<file path="src/common/llc_pkg.sv">
package llc_pkg;

  //////////////////////////////////////////////////////////////////////
  // cache geometry
  //////////////////////////////////////////////////////////////////////

  // full byte address
  localparam int unsigned ADDR_W       = 32;
  // 64 byte lines
  localparam int unsigned OFFSET_W     = 6;
  // 16 sets
  localparam int unsigned INDEX_W      = 4;
  // whatever is left above index and offset
  localparam int unsigned TAG_W        = ADDR_W - INDEX_W - OFFSET_W;
  localparam int unsigned NUM_SETS     = 1 << INDEX_W;
  localparam int unsigned NUM_WAYS     = 4;

  //////////////////////////////////////////////////////////////////////
  // descriptor ids and bookkeeping
  //////////////////////////////////////////////////////////////////////

  localparam int unsigned ID_W         = 2;
  localparam int unsigned NUM_IDS      = 1 << ID_W;
  // outstanding misses per id
  localparam int unsigned CNT_W        = 3;
  localparam int unsigned MAX_MISS     = (1 << CNT_W) - 1;
  // lines that can be locked downstream at once
  localparam int unsigned LOCK_ENTRIES = 4;

  typedef logic [INDEX_W-1:0]  index_t;
  typedef logic [TAG_W-1:0]    tag_t;
  // one bit per way, one-hot when it names a line
  typedef logic [NUM_WAYS-1:0] way_t;
  typedef logic [ID_W-1:0]     id_t;
  typedef logic [CNT_W-1:0]    cnt_t;

  // address seen as a flat word or split into its cache fields
  typedef union packed {
    logic [ADDR_W-1:0] raw;
    struct packed {
      tag_t                tag;
      index_t              index;
      logic [OFFSET_W-1:0] offset;
    } fields;
  } addr_t;

endpackage

</file>
<file path="src/common/lock_if.sv">
`timescale 1ns/10ps

interface lock_if;
  import llc_pkg::*;

  // line of the descriptor sitting in the unit
  index_t chk_index;
  way_t   chk_way;
  // single cycle pulse, line goes into the table
  logic   lock_req;
  // combinational answer for the checked line
  logic   locked;

  modport ctrl (
    output chk_index, chk_way, lock_req,
    input  locked
  );

  modport box (
    input  chk_index, chk_way, lock_req,
    output locked
  );

endinterface

</file>
<file path="src/common/miss_cnt_if.sv">
`timescale 1ns/10ps

interface miss_cnt_if;
  import llc_pkg::*;

  // count up on every miss side transfer
  logic up_valid;
  id_t  up_id;
  // id of the descriptor in the unit
  id_t  chk_id;
  // that id still has misses in flight
  logic to_miss;
  // that id has no room for another miss
  logic stall;

  modport ctrl (
    output up_valid, up_id, chk_id,
    input  to_miss, stall
  );

  modport cnt (
    input  up_valid, up_id, chk_id,
    output to_miss, stall
  );

endinterface

</file>
<file path="src/common/tag_store_if.sv">
`timescale 1ns/10ps

interface tag_store_if;
  import llc_pkg::*;

  // lookup request, one per descriptor
  logic   req_valid;
  logic   req_ready;
  index_t req_index;
  tag_t   req_tag;
  // write access, line becomes dirty
  logic   req_write;

  // lookup result, held until taken
  logic   res_valid;
  logic   res_ready;
  logic   res_hit;
  way_t   res_way;
  logic   res_evict;
  tag_t   res_evict_tag;

  modport ctrl (
    output req_valid, req_index, req_tag, req_write, res_ready,
    input  req_ready, res_valid, res_hit, res_way, res_evict, res_evict_tag
  );

  modport store (
    input  req_valid, req_index, req_tag, req_write, res_ready,
    output req_ready, res_valid, res_hit, res_way, res_evict, res_evict_tag
  );

endinterface

</file>
<file path="src/rtl/llc_hit_miss.sv">
`timescale 1ns/10ps

module llc_hit_miss (
  input  logic            clk_i,
  input  logic            rst_n_i,
  // descriptor in
  input  logic            valid_i,
  output logic            ready_o,
  input  llc_pkg::addr_t  desc_addr_i,
  input  llc_pkg::id_t    desc_id_i,
  input  logic            desc_write_i,
  // descriptor out, shared by both output ports
  output llc_pkg::addr_t  desc_addr_o,
  output llc_pkg::id_t    desc_id_o,
  output logic            desc_write_o,
  output llc_pkg::way_t   desc_way_o,
  output logic            desc_refill_o,
  output logic            desc_evict_o,
  output llc_pkg::tag_t   desc_evict_tag_o,
  output logic            hit_valid_o,
  input  logic            hit_ready_i,
  output logic            miss_valid_o,
  input  logic            miss_ready_i,
  // unlocks from the write and read units
  input  logic            w_unlock_req_i,
  input  llc_pkg::index_t w_unlock_index_i,
  input  llc_pkg::way_t   w_unlock_way_i,
  output logic            w_unlock_gnt_o,
  input  logic            r_unlock_req_i,
  input  llc_pkg::index_t r_unlock_index_i,
  input  llc_pkg::way_t   r_unlock_way_i,
  output logic            r_unlock_gnt_o,
  // a miss has finished downstream
  input  logic            cnt_down_valid_i,
  input  llc_pkg::id_t    cnt_down_id_i
);

  tag_store_if ts_bus ();
  lock_if      lk_bus ();
  miss_cnt_if  mc_bus ();

  // descriptor holding register and routing
  llc_hit_miss_ctrl i_ctrl (
    .clk_i            ( clk_i            ),
    .rst_n_i          ( rst_n_i          ),
    .valid_i          ( valid_i          ),
    .ready_o          ( ready_o          ),
    .desc_addr_i      ( desc_addr_i      ),
    .desc_id_i        ( desc_id_i        ),
    .desc_write_i     ( desc_write_i     ),
    .desc_addr_o      ( desc_addr_o      ),
    .desc_id_o        ( desc_id_o        ),
    .desc_write_o     ( desc_write_o     ),
    .desc_way_o       ( desc_way_o       ),
    .desc_refill_o    ( desc_refill_o    ),
    .desc_evict_o     ( desc_evict_o     ),
    .desc_evict_tag_o ( desc_evict_tag_o ),
    .hit_valid_o      ( hit_valid_o      ),
    .hit_ready_i      ( hit_ready_i      ),
    .miss_valid_o     ( miss_valid_o     ),
    .miss_ready_i     ( miss_ready_i     ),
    .ts               ( ts_bus.ctrl      ),
    .lk               ( lk_bus.ctrl      ),
    .mc               ( mc_bus.ctrl      )
  );

  llc_tag_store i_tag_store (
    .clk_i   ( clk_i        ),
    .rst_n_i ( rst_n_i      ),
    .ts      ( ts_bus.store )
  );

  llc_lock_box i_lock_box (
    .clk_i            ( clk_i            ),
    .rst_n_i          ( rst_n_i          ),
    .lk               ( lk_bus.box       ),
    .w_unlock_req_i   ( w_unlock_req_i   ),
    .w_unlock_index_i ( w_unlock_index_i ),
    .w_unlock_way_i   ( w_unlock_way_i   ),
    .w_unlock_gnt_o   ( w_unlock_gnt_o   ),
    .r_unlock_req_i   ( r_unlock_req_i   ),
    .r_unlock_index_i ( r_unlock_index_i ),
    .r_unlock_way_i   ( r_unlock_way_i   ),
    .r_unlock_gnt_o   ( r_unlock_gnt_o   )
  );

  llc_miss_counters i_miss_counters (
    .clk_i            ( clk_i            ),
    .rst_n_i          ( rst_n_i          ),
    .mc               ( mc_bus.cnt       ),
    .cnt_down_valid_i ( cnt_down_valid_i ),
    .cnt_down_id_i    ( cnt_down_id_i    )
  );

endmodule

</file>
<file path="src/rtl/llc_hit_miss_ctrl.sv">
`timescale 1ns/10ps

module llc_hit_miss_ctrl (
  input  logic           clk_i,
  input  logic           rst_n_i,
  input  logic           valid_i,
  output logic           ready_o,
  input  llc_pkg::addr_t desc_addr_i,
  input  llc_pkg::id_t   desc_id_i,
  input  logic           desc_write_i,
  output llc_pkg::addr_t desc_addr_o,
  output llc_pkg::id_t   desc_id_o,
  output logic           desc_write_o,
  output llc_pkg::way_t  desc_way_o,
  output logic           desc_refill_o,
  output logic           desc_evict_o,
  output llc_pkg::tag_t  desc_evict_tag_o,
  output logic           hit_valid_o,
  input  logic           hit_ready_i,
  output logic           miss_valid_o,
  input  logic           miss_ready_i,
  tag_store_if.ctrl      ts,
  lock_if.ctrl           lk,
  miss_cnt_if.ctrl       mc
);
  import llc_pkg::*;

  // descriptor waiting for its lookup result
  addr_t addr_q;
  id_t   id_q;
  logic  write_q;

  logic  load_desc;
  // result present and nothing blocks it
  logic  offer;
  logic  xfer_hit;
  logic  xfer_miss;

  //////////////////////////////////////////////////////////////////////
  // input side
  //////////////////////////////////////////////////////////////////////

  // lookup goes out together with the input handshake
  assign ts.req_valid = valid_i;
  assign ts.req_index = desc_addr_i.fields.index;
  assign ts.req_tag   = desc_addr_i.fields.tag;
  assign ts.req_write = desc_write_i;

  // the tag store only takes a lookup once the old result is gone
  assign load_desc = valid_i & ts.req_ready;
  assign ready_o   = load_desc;

  always_ff @(posedge clk_i) begin
    if (load_desc) begin
      addr_q  <= desc_addr_i;
      id_q    <= desc_id_i;
      write_q <= desc_write_i;
    end
  end

  //////////////////////////////////////////////////////////////////////
  // output side
  //////////////////////////////////////////////////////////////////////

  // res_valid doubles as the busy flag of the unit
  assign offer = ts.res_valid & ~lk.locked & ~mc.stall;

  // hits of an id with misses in flight follow the miss path
  assign hit_valid_o  = offer & ts.res_hit & ~mc.to_miss;
  assign miss_valid_o = offer & (~ts.res_hit | mc.to_miss);

  assign xfer_hit  = hit_valid_o & hit_ready_i;
  assign xfer_miss = miss_valid_o & miss_ready_i;

  // descriptor leaves, result is consumed
  assign ts.res_ready = xfer_hit | xfer_miss;

  // held fields plus what the lookup decided
  assign desc_addr_o      = addr_q;
  assign desc_id_o        = id_q;
  assign desc_write_o     = write_q;
  assign desc_way_o       = ts.res_way;
  assign desc_refill_o    = ~ts.res_hit;
  assign desc_evict_o     = ts.res_evict;
  assign desc_evict_tag_o = ts.res_evict_tag;

  // line stays locked until a unit downstream releases it
  assign lk.chk_index = addr_q.fields.index;
  assign lk.chk_way   = ts.res_way;
  assign lk.lock_req  = xfer_hit | xfer_miss;

  // miss counting per id
  assign mc.chk_id   = id_q;
  assign mc.up_id    = id_q;
  assign mc.up_valid = xfer_miss;

  // one descriptor never leaves on both ports
  a_one_output : assert property (
    @(posedge clk_i) disable iff (!rst_n_i)
    !(hit_valid_o && miss_valid_o)
  ) else $error("hit and miss valid high together");

endmodule

</file>
<file path="src/rtl/llc_lock_box.sv">
`timescale 1ns/10ps

module llc_lock_box (
  input  logic            clk_i,
  input  logic            rst_n_i,
  lock_if.box             lk,
  input  logic            w_unlock_req_i,
  input  llc_pkg::index_t w_unlock_index_i,
  input  llc_pkg::way_t   w_unlock_way_i,
  output logic            w_unlock_gnt_o,
  input  logic            r_unlock_req_i,
  input  llc_pkg::index_t r_unlock_index_i,
  input  llc_pkg::way_t   r_unlock_way_i,
  output logic            r_unlock_gnt_o
);
  import llc_pkg::*;

  logic [LOCK_ENTRIES-1:0] ent_valid_q;
  index_t                  ent_index_q [LOCK_ENTRIES];
  way_t                    ent_way_q   [LOCK_ENTRIES];

  logic [LOCK_ENTRIES-1:0] chk_hit;
  logic [LOCK_ENTRIES-1:0] unl_hit;
  logic [LOCK_ENTRIES-1:0] alloc_sel;
  logic                    unl_valid;
  index_t                  unl_index;
  way_t                    unl_way;

  // write side has priority, one unlock per cycle
  assign w_unlock_gnt_o = w_unlock_req_i;
  assign r_unlock_gnt_o = r_unlock_req_i & ~w_unlock_req_i;
  assign unl_valid      = w_unlock_req_i | r_unlock_req_i;
  assign unl_index      = w_unlock_req_i ? w_unlock_index_i : r_unlock_index_i;
  assign unl_way        = w_unlock_req_i ? w_unlock_way_i : r_unlock_way_i;

  always_comb begin
    logic found;
    found     = 1'b0;
    alloc_sel = '0;
    for (int e = 0; e < LOCK_ENTRIES; e++) begin
      chk_hit[e] = ent_valid_q[e] & (ent_index_q[e] == lk.chk_index) &
                   (ent_way_q[e] == lk.chk_way);
      unl_hit[e] = ent_valid_q[e] & unl_valid & (ent_index_q[e] == unl_index) &
                   (ent_way_q[e] == unl_way);
      // first free slot takes the next lock
      if (!ent_valid_q[e] && !found) begin
        alloc_sel[e] = 1'b1;
        found        = 1'b1;
      end
    end
  end

  // a full table blocks everything
  assign lk.locked = (|chk_hit) | (&ent_valid_q);

  always_ff @(posedge clk_i) begin
    if (!rst_n_i) begin
      ent_valid_q <= '0;
    end else begin
      ent_valid_q <= (ent_valid_q & ~unl_hit) | (alloc_sel & {LOCK_ENTRIES{lk.lock_req}});
    end
  end

  always_ff @(posedge clk_i) begin
    for (int e = 0; e < LOCK_ENTRIES; e++) begin
      if (lk.lock_req && alloc_sel[e]) begin
        ent_index_q[e] <= lk.chk_index;
        ent_way_q[e]   <= lk.chk_way;
      end
    end
  end

  // controller must wait out a locked line before it sends the descriptor
  a_no_lock_when_locked : assert property (
    @(posedge clk_i) disable iff (!rst_n_i)
    lk.lock_req |-> !lk.locked
  ) else $error("lock request on a locked line");

endmodule

</file>
<file path="src/rtl/llc_miss_counters.sv">
`timescale 1ns/10ps

module llc_miss_counters (
  input  logic         clk_i,
  input  logic         rst_n_i,
  miss_cnt_if.cnt      mc,
  input  logic         cnt_down_valid_i,
  input  llc_pkg::id_t cnt_down_id_i
);
  import llc_pkg::*;

  cnt_t               cnt_q [NUM_IDS];
  logic [NUM_IDS-1:0] inc;
  logic [NUM_IDS-1:0] dec;

  always_comb begin
    for (int i = 0; i < NUM_IDS; i++) begin
      inc[i] = mc.up_valid & (mc.up_id == id_t'(i));
      dec[i] = cnt_down_valid_i & (cnt_down_id_i == id_t'(i));
    end
  end

  always_ff @(posedge clk_i) begin
    if (!rst_n_i) begin
      cnt_q <= '{default: '0};
    end else begin
      // up and down on the same id cancel out
      for (int i = 0; i < NUM_IDS; i++) begin
        case ({inc[i], dec[i]})
          2'b10:   cnt_q[i] <= cnt_q[i] + 1'b1;
          2'b01:   cnt_q[i] <= cnt_q[i] - 1'b1;
          default: cnt_q[i] <= cnt_q[i];
        endcase
      end
    end
  end

  assign mc.to_miss = (cnt_q[mc.chk_id] != '0);
  assign mc.stall   = (cnt_q[mc.chk_id] == cnt_t'(MAX_MISS));

  a_no_underflow : assert property (
    @(posedge clk_i) disable iff (!rst_n_i)
    cnt_down_valid_i |-> (cnt_q[cnt_down_id_i] != '0)
  ) else $error("count-down on an idle id");

  a_no_overflow : assert property (
    @(posedge clk_i) disable iff (!rst_n_i)
    mc.up_valid |-> (cnt_q[mc.up_id] != cnt_t'(MAX_MISS))
  ) else $error("miss sent while its id is stalled");

endmodule

</file>
<file path="src/rtl/llc_tag_store.sv">
`timescale 1ns/10ps

module llc_tag_store (
  input  logic       clk_i,
  input  logic       rst_n_i,
  tag_store_if.store ts
);
  import llc_pkg::*;

  // storage arrays, valid and dirty cleared by the init sweep
  tag_t   tag_q   [NUM_SETS][NUM_WAYS];
  way_t   valid_q [NUM_SETS];
  way_t   dirty_q [NUM_SETS];

  // init sweep state
  index_t init_idx_q;
  logic   init_done_q;
  // one-hot replacement pointer, shared by all sets
  way_t   rr_q;

  // registered lookup result
  logic   res_valid_q;
  logic   res_hit_q;
  way_t   res_way_q;
  logic   res_evict_q;
  tag_t   res_evict_tag_q;

  logic   req_fire;
  way_t   set_valid;
  way_t   set_dirty;
  way_t   hit_vec;
  logic   hit;
  logic   all_valid;
  way_t   victim;
  tag_t   victim_tag;

  assign ts.req_ready = init_done_q & (~res_valid_q | ts.res_ready);
  assign req_fire     = ts.req_valid & ts.req_ready;

  //////////////////////////////////////////////////////////////////////
  // lookup and victim choice
  //////////////////////////////////////////////////////////////////////

  assign set_valid = valid_q[ts.req_index];
  assign set_dirty = dirty_q[ts.req_index];
  assign all_valid = &set_valid;
  assign hit       = |hit_vec;

  always_comb begin
    hit_vec    = '0;
    victim_tag = '0;
    // full set falls back to the pointer
    victim     = rr_q;
    // walk down so the lowest invalid way wins
    for (int w = NUM_WAYS - 1; w >= 0; w--) begin
      if (!set_valid[w]) begin
        victim = way_t'(1) << w;
      end
    end
    for (int w = 0; w < NUM_WAYS; w++) begin
      hit_vec[w] = set_valid[w] & (tag_q[ts.req_index][w] == ts.req_tag);
      if (victim[w]) begin
        victim_tag = tag_q[ts.req_index][w];
      end
    end
  end

  //////////////////////////////////////////////////////////////////////
  // array update and result capture
  //////////////////////////////////////////////////////////////////////

  always_ff @(posedge clk_i) begin
    if (!init_done_q) begin
      valid_q[init_idx_q] <= '0;
      dirty_q[init_idx_q] <= '0;
    end else if (req_fire) begin
      if (hit) begin
        // write hit only sets dirty
        if (ts.req_write) begin
          dirty_q[ts.req_index] <= set_dirty | hit_vec;
        end
      end else begin
        // refill allocates the victim with the new tag
        valid_q[ts.req_index] <= set_valid | victim;
        dirty_q[ts.req_index] <= ts.req_write ? (set_dirty | victim) : (set_dirty & ~victim);
        for (int w = 0; w < NUM_WAYS; w++) begin
          if (victim[w]) begin
            tag_q[ts.req_index][w] <= ts.req_tag;
          end
        end
      end
    end
    if (req_fire) begin
      res_hit_q       <= hit;
      res_way_q       <= hit ? hit_vec : victim;
      // old line goes back only if it was valid and dirty
      res_evict_q     <= ~hit & |(victim & set_valid & set_dirty);
      res_evict_tag_q <= victim_tag;
    end
  end

  always_ff @(posedge clk_i) begin
    if (!rst_n_i) begin
      init_idx_q  <= '0;
      init_done_q <= 1'b0;
      rr_q        <= way_t'(1);
      res_valid_q <= 1'b0;
    end else begin
      // one set per cycle, done after the last one
      if (!init_done_q) begin
        init_idx_q <= init_idx_q + 1'b1;
        if (init_idx_q == index_t'(NUM_SETS - 1)) begin
          init_done_q <= 1'b1;
        end
      end
      res_valid_q <= req_fire | (res_valid_q & ~ts.res_ready);
      // pointer moves only when it was actually used
      if (req_fire && !hit && all_valid) begin
        rr_q <= {rr_q[NUM_WAYS-2:0], rr_q[NUM_WAYS-1]};
      end
    end
  end

  assign ts.res_valid     = res_valid_q;
  assign ts.res_hit       = res_hit_q;
  assign ts.res_way       = res_way_q;
  assign ts.res_evict     = res_evict_q;
  assign ts.res_evict_tag = res_evict_tag_q;

  // no duplicate tags in a set, so the way must name one line
  a_way_onehot : assert property (
    @(posedge clk_i) disable iff (!rst_n_i)
    res_valid_q |-> $onehot(res_way_q)
  ) else $error("result way is not one-hot");

endmodule

</file>
<file path="config.mk">
export PLATFORM = sky130hd
export DESIGN_NAME = llc_hit_miss
export DESIGN_NICKNAME = d
export VERILOG_FILES = /design/src/common/llc_pkg.sv /design/src/common/lock_if.sv /design/src/common/miss_cnt_if.sv /design/src/common/tag_store_if.sv /design/src/rtl/llc_hit_miss.sv /design/src/rtl/llc_hit_miss_ctrl.sv /design/src/rtl/llc_lock_box.sv /design/src/rtl/llc_miss_counters.sv /design/src/rtl/llc_tag_store.sv
export SDC_FILE = /design/constraint.sdc
export NUM_CORES = 2
export LEC_CHECK = 0
export ABC_AREA = 1
export CELL_PAD_IN_SITES_DETAIL_PLACEMENT = 1
export CELL_PAD_IN_SITES_GLOBAL_PLACEMENT = 2
export CORE_ASPECT_RATIO = 1.1
export CORE_MARGIN = 2
export CORE_UTILIZATION = 39
export DETAILED_ROUTE_END_ITERATION = 12
export DONT_BUFFER_PORTS = 1
export GPL_TIMING_DRIVEN = 1
export MAX_ROUTING_LAYER = met4
export PLACE_DENSITY = 0.8
export SETUP_SLACK_MARGIN = 0.02
export SYNTH_ARGS = -nofsm -noshare
export SYNTH_HDL_FRONTEND = slang
export SYNTH_SLANG_ARGS = --single-unit
</file>
<file path="constraint.sdc">
create_clock -name clk_i -period 4.55 [get_ports clk_i]
set_clock_uncertainty 0.1 [all_clocks]
set_input_delay 0.2275 -clock clk_i [delete_from_list [all_inputs] [get_ports clk_i]]
set_output_delay 0.2275 -clock clk_i [all_outputs]
set_load 0.01 [all_outputs]
</file>
==> results.cfg <==
[placed_design]
place.gp.congestion = 0.925
placed_area_sq_um = 75000
place_inst = 8896
hpwl_microns = 145000
portBuffers = 0

[setup_path]
crit_fanout = 505
rrSetupSlack_ns = 0.21
r2r_cells = 15
required_ns = 4.93
reg2reg_from = i_tag_store.ts.res_way[1]
worstPathArrival_ns = 8.18
worstSetupPathType = primary input to flip-flop
start_kind = primary input
r2r-end = i_tag_store.dirty_q[8][1]
crit_path_end_kind = flip-flop

[routing]
wirelength_microns = 260000
firstDrtPassIters = 5
wl_per_cell_microns = 27.8
via_per_inst = 5.44
vias = 50800
drtAntennaViolNets = 0
drcViolationCount = 0
drt_iter0_markers = 5188

[global_routing]
gr-total-overflow = 0
grt_start_max_net_pins = 506
grt_usage = 0.293
grt_pass1_wl_microns = 369000
grt_pass1_vias = 52100
antenna_found_initial = 18

[timing]
fin_crit_ns = 7.79
holdWs_ns = 0.00804
timing.final.crit_share = 1.71
finalWorstSetupSlack_ns = -3.24
max_freq_mhz = 128
hold_violations = 0
finalSetupTns_ns = -5125.84
worst-slew-pin-transition_ns = 5.00
setup_viol = 1696
rsz0062_at_grt = true
slew_violations = 418
relSlewSlack = -2.34

[floorplan]
die_h_microns = 447
fp.coreArea_sq_um = 177000
ios = 129
fp-row-count = 162
chipWidth_microns = 407
die-area_sq_um = 182000
start_util = 0.393

[power]
p_sw_uw = 7980
leakage_uw = 0.0318
power_frac_comb = 0.077
swShare = 0.239
p_clk_frac = 0.421
design_power_total_uw = 33400
peakVddDrop_mv = 0.336
powerDensity_nw_per_um2 = 408
p_int_uw = 25400
p_seq_frac = 0.502

[layout]
layout_commonest_cell = nand2_1
drive_gt1_frac = 0.0980
finalInstanceArea_sq_um = 81900
n_fill_cell = 19100
mostFrequentLayoutCells = nand2_1 (3,450), edfxtp_1 (1,631), nor2_1 (210), nand3_1 (185), buf_4 (185)
finalNetCount = 6862
syn2layout_area_growth_pct = 17.8
final_cells = 9342

[outcome]
violations = max-slew violations, negative setup slack
status = complete, but fails checks

[yosys]
synthCells = 6510
netlist.area_leader.share = 0.704
synth_nets = 6580
synth-seq-cells = 1657
yosys_warnings = 0
ys_top_cells_by_area = edfxtp_1 (70%), nand2_1 (19%), nor2_1 (1.5%)
synth_area_sq_um = 69600
ys.flop_type = edfxtp_1
ys_seq_area_frac = 0.712
synth_top_area_cell = edfxtp_1
ys_async_sr_fraction = 0
ys_types = 50
synth-edff-count = 1631
avgSynthCellArea_sq_um = 10.7

[clock_network]
cts_tree = yes
clkSinkCount = 1657
htreeDepth = 4
numCtsBuffers = 175
clkLatencyLatePin_ns = 0.84
cts_max_path_buffers = 3
path_clk_slew_ns = 0.06
cts_root_buf = clkbuf_16

[worst_hold_path]
hold_class = primary input to flip-flop
holdPathEnd = i_tag_store.dirty_q[12][2]
min_path_cells = 5
worstHoldStart = desc_write_i

[run]
max_cap_viol_count = 0
-- cells by family after synthesis --
logic type,synth area share
DFF,0.712
buffers and inverters,0.0288
xor gates and xnor gates,0.00227
AOI/OAI and AO/OA,0.0317
muxes,0.000288
adders and majority gates,0.00205
and+or+nand+nor,0.223
-- synth_stat cells, types with 3 or more instances --
| cell type | count |
|---|---|
| a2111oi_0 | 3 |
| a21oi_1 | 81 |
| a221oi_1 | 3 |
| a22oi_1 | 24 |
| buf_1 | 10 |
| buf_2 | 198 |
| buf_4 | 11 |
| buf_6 | 13 |
| clkbuf_1 | 60 |
| dfxtp_1 | 26 |
| edfxtp_1 | 1631 |
| fa_1 | 4 |
| ha_1 | 5 |
| inv_1 | 127 |
| inv_2 | 7 |
| nand2_1 | 3451 |
| nand3_1 | 185 |
| nand3_2 | 7 |
| nand4_1 | 45 |
| nor2_1 | 280 |
| nor3_1 | 16 |
| o2111ai_1 | 3 |
| o211ai_1 | 15 |
| o21ai_0 | 122 |
| o21ai_1 | 75 |
| o21ai_2 | 6 |
| o22ai_1 | 40 |
| o31ai_1 | 4 |
| o41ai_1 | 3 |
| or2_2 | 10 |
| xnor2_1 | 6 |
| xor2_1 | 12 |
-- critical path, stage by stage --
cell	delay, ns
inv_16	2.22
buf_12	0.34
buf_12	0.22
nand2_1	0.08
nand2_1	0.06
nand2_1	0.08
nand3_1	0.13
nand2_1	0.07
nand2_1	0.16
nor2_1	0.09
nand2_1	0.06
nand2_1	0.05
nor2_1	0.20
nand2_1	0.08
nor2_1	0.12
nand3_2	0.14
nand2_2	0.15
nor2_4	0.06
nand2_8	0.06
buf_4	0.21
nand2_4	0.12
o21ai_0	0.25
nand2_1	0.18
nor2_1	0.33
-- repair_timing --
| action | 4_1_cts | 5_1_grt |
|---|---|---|
| hold buffers | 95 | 0 |
| setup endpoints to repair | 0 | 113 |
| endpoints found under the hold margin | 1613 | 0 |
| buffers inserted | 0 | 2 |
| resized for setup | 0 | 9 |
-- final cells by class --
class / instances / area, sq um / share of cell area
Multi-Input combinational cell: 4424 / 18300 / 0.223
Sequential cell: 1657 / 49500 / 0.604
Tap cell: 2378 / 2980 / 0.0363
Inverter: 137 / 557 / 0.00680
Timing Repair Buffer: 397 / 5040 / 0.0615
Clock buffer: 215 / 4580 / 0.0559
Antenna cell: 28 / 70.1 / 0.000855
Clock inverter: 106 / 926 / 0.0113
-- sequential cells by signal (all words and copies together) (netlist names) --
signal,cells
i_ctrl.desc_addr_o,32
i_ctrl.desc_id_o,2
i_ctrl.desc_write_o,1
i_lock_box.ent_index_q,16
i_lock_box.ent_valid_q,4
i_lock_box.ent_way_q,16
i_miss_counters.cnt_q,12
i_tag_store.dirty_q,64
i_tag_store.init_done_q,1
i_tag_store.init_idx_q,4
i_tag_store.rr_q,4
i_tag_store.tag_q,1408
i_tag_store.ts.res_evict,1
i_tag_store.ts.res_evict_tag,22
i_tag_store.ts.res_hit,1
i_tag_store.ts.res_valid,1
i_tag_store.ts.res_way,4
i_tag_store.valid_q,64
-- power groups by stage --
| stage | Clock (uW) | Sequential [uW] | Combinational (uW) |
|---|---|---|---|
| detailed placement | 0 | 17100 | 2040 |
| CTS | 14200 | 16800 | 2480 |
| global route | 14800 | 16800 | 2680 |
| finish | 14100 | 16800 | 2570 |
| global placement | 0 | 17100 | 2010 |
| floorplan | 0 | 17100 | 1140 |
-- metal layers --
metal	wire, microns	vias to the layer above	track usage
met1	104000	25900	0.365
met5	0	-	-
met3	18300	479	0.0432
met2	124000	1982	0.472
met4	13100	0	0.139
li1	-	22400	-
-- metrics by stage --
stage | utilization | setup slack [ns]
2_1_floorplan | - | 0.0608
3_3_place_gp | 0.423 | 0.0147
3_5_place_dp | 0.423 | -0.0396
4_1_cts | 0.462 | 0.231
5_1_grt | 0.462 | -0.0675
6_report | 0.462 | -3.24
-- worst max-delay path by stage --
stage,startpoint,endpoint,slack [ns]
after global routing,i_ctrl.desc_addr_o[6],i_tag_store.valid_q[5][0],-0.07
after CTS,i_tag_store.ts.res_way[1],i_tag_store.dirty_q[4][1],0.23
final,desc_addr_i[6],i_tag_store.dirty_q[8][1],-3.24
after floorplan,i_ctrl.desc_addr_o[9],i_tag_store.tag_q[10][0],0.06
after detailed placement,desc_addr_i[6],i_tag_store.tag_q[3][29],-0.04
after global placement,desc_addr_i[6],i_tag_store.tag_q[3][25],0.01
(Power assumes the default switching activity.)
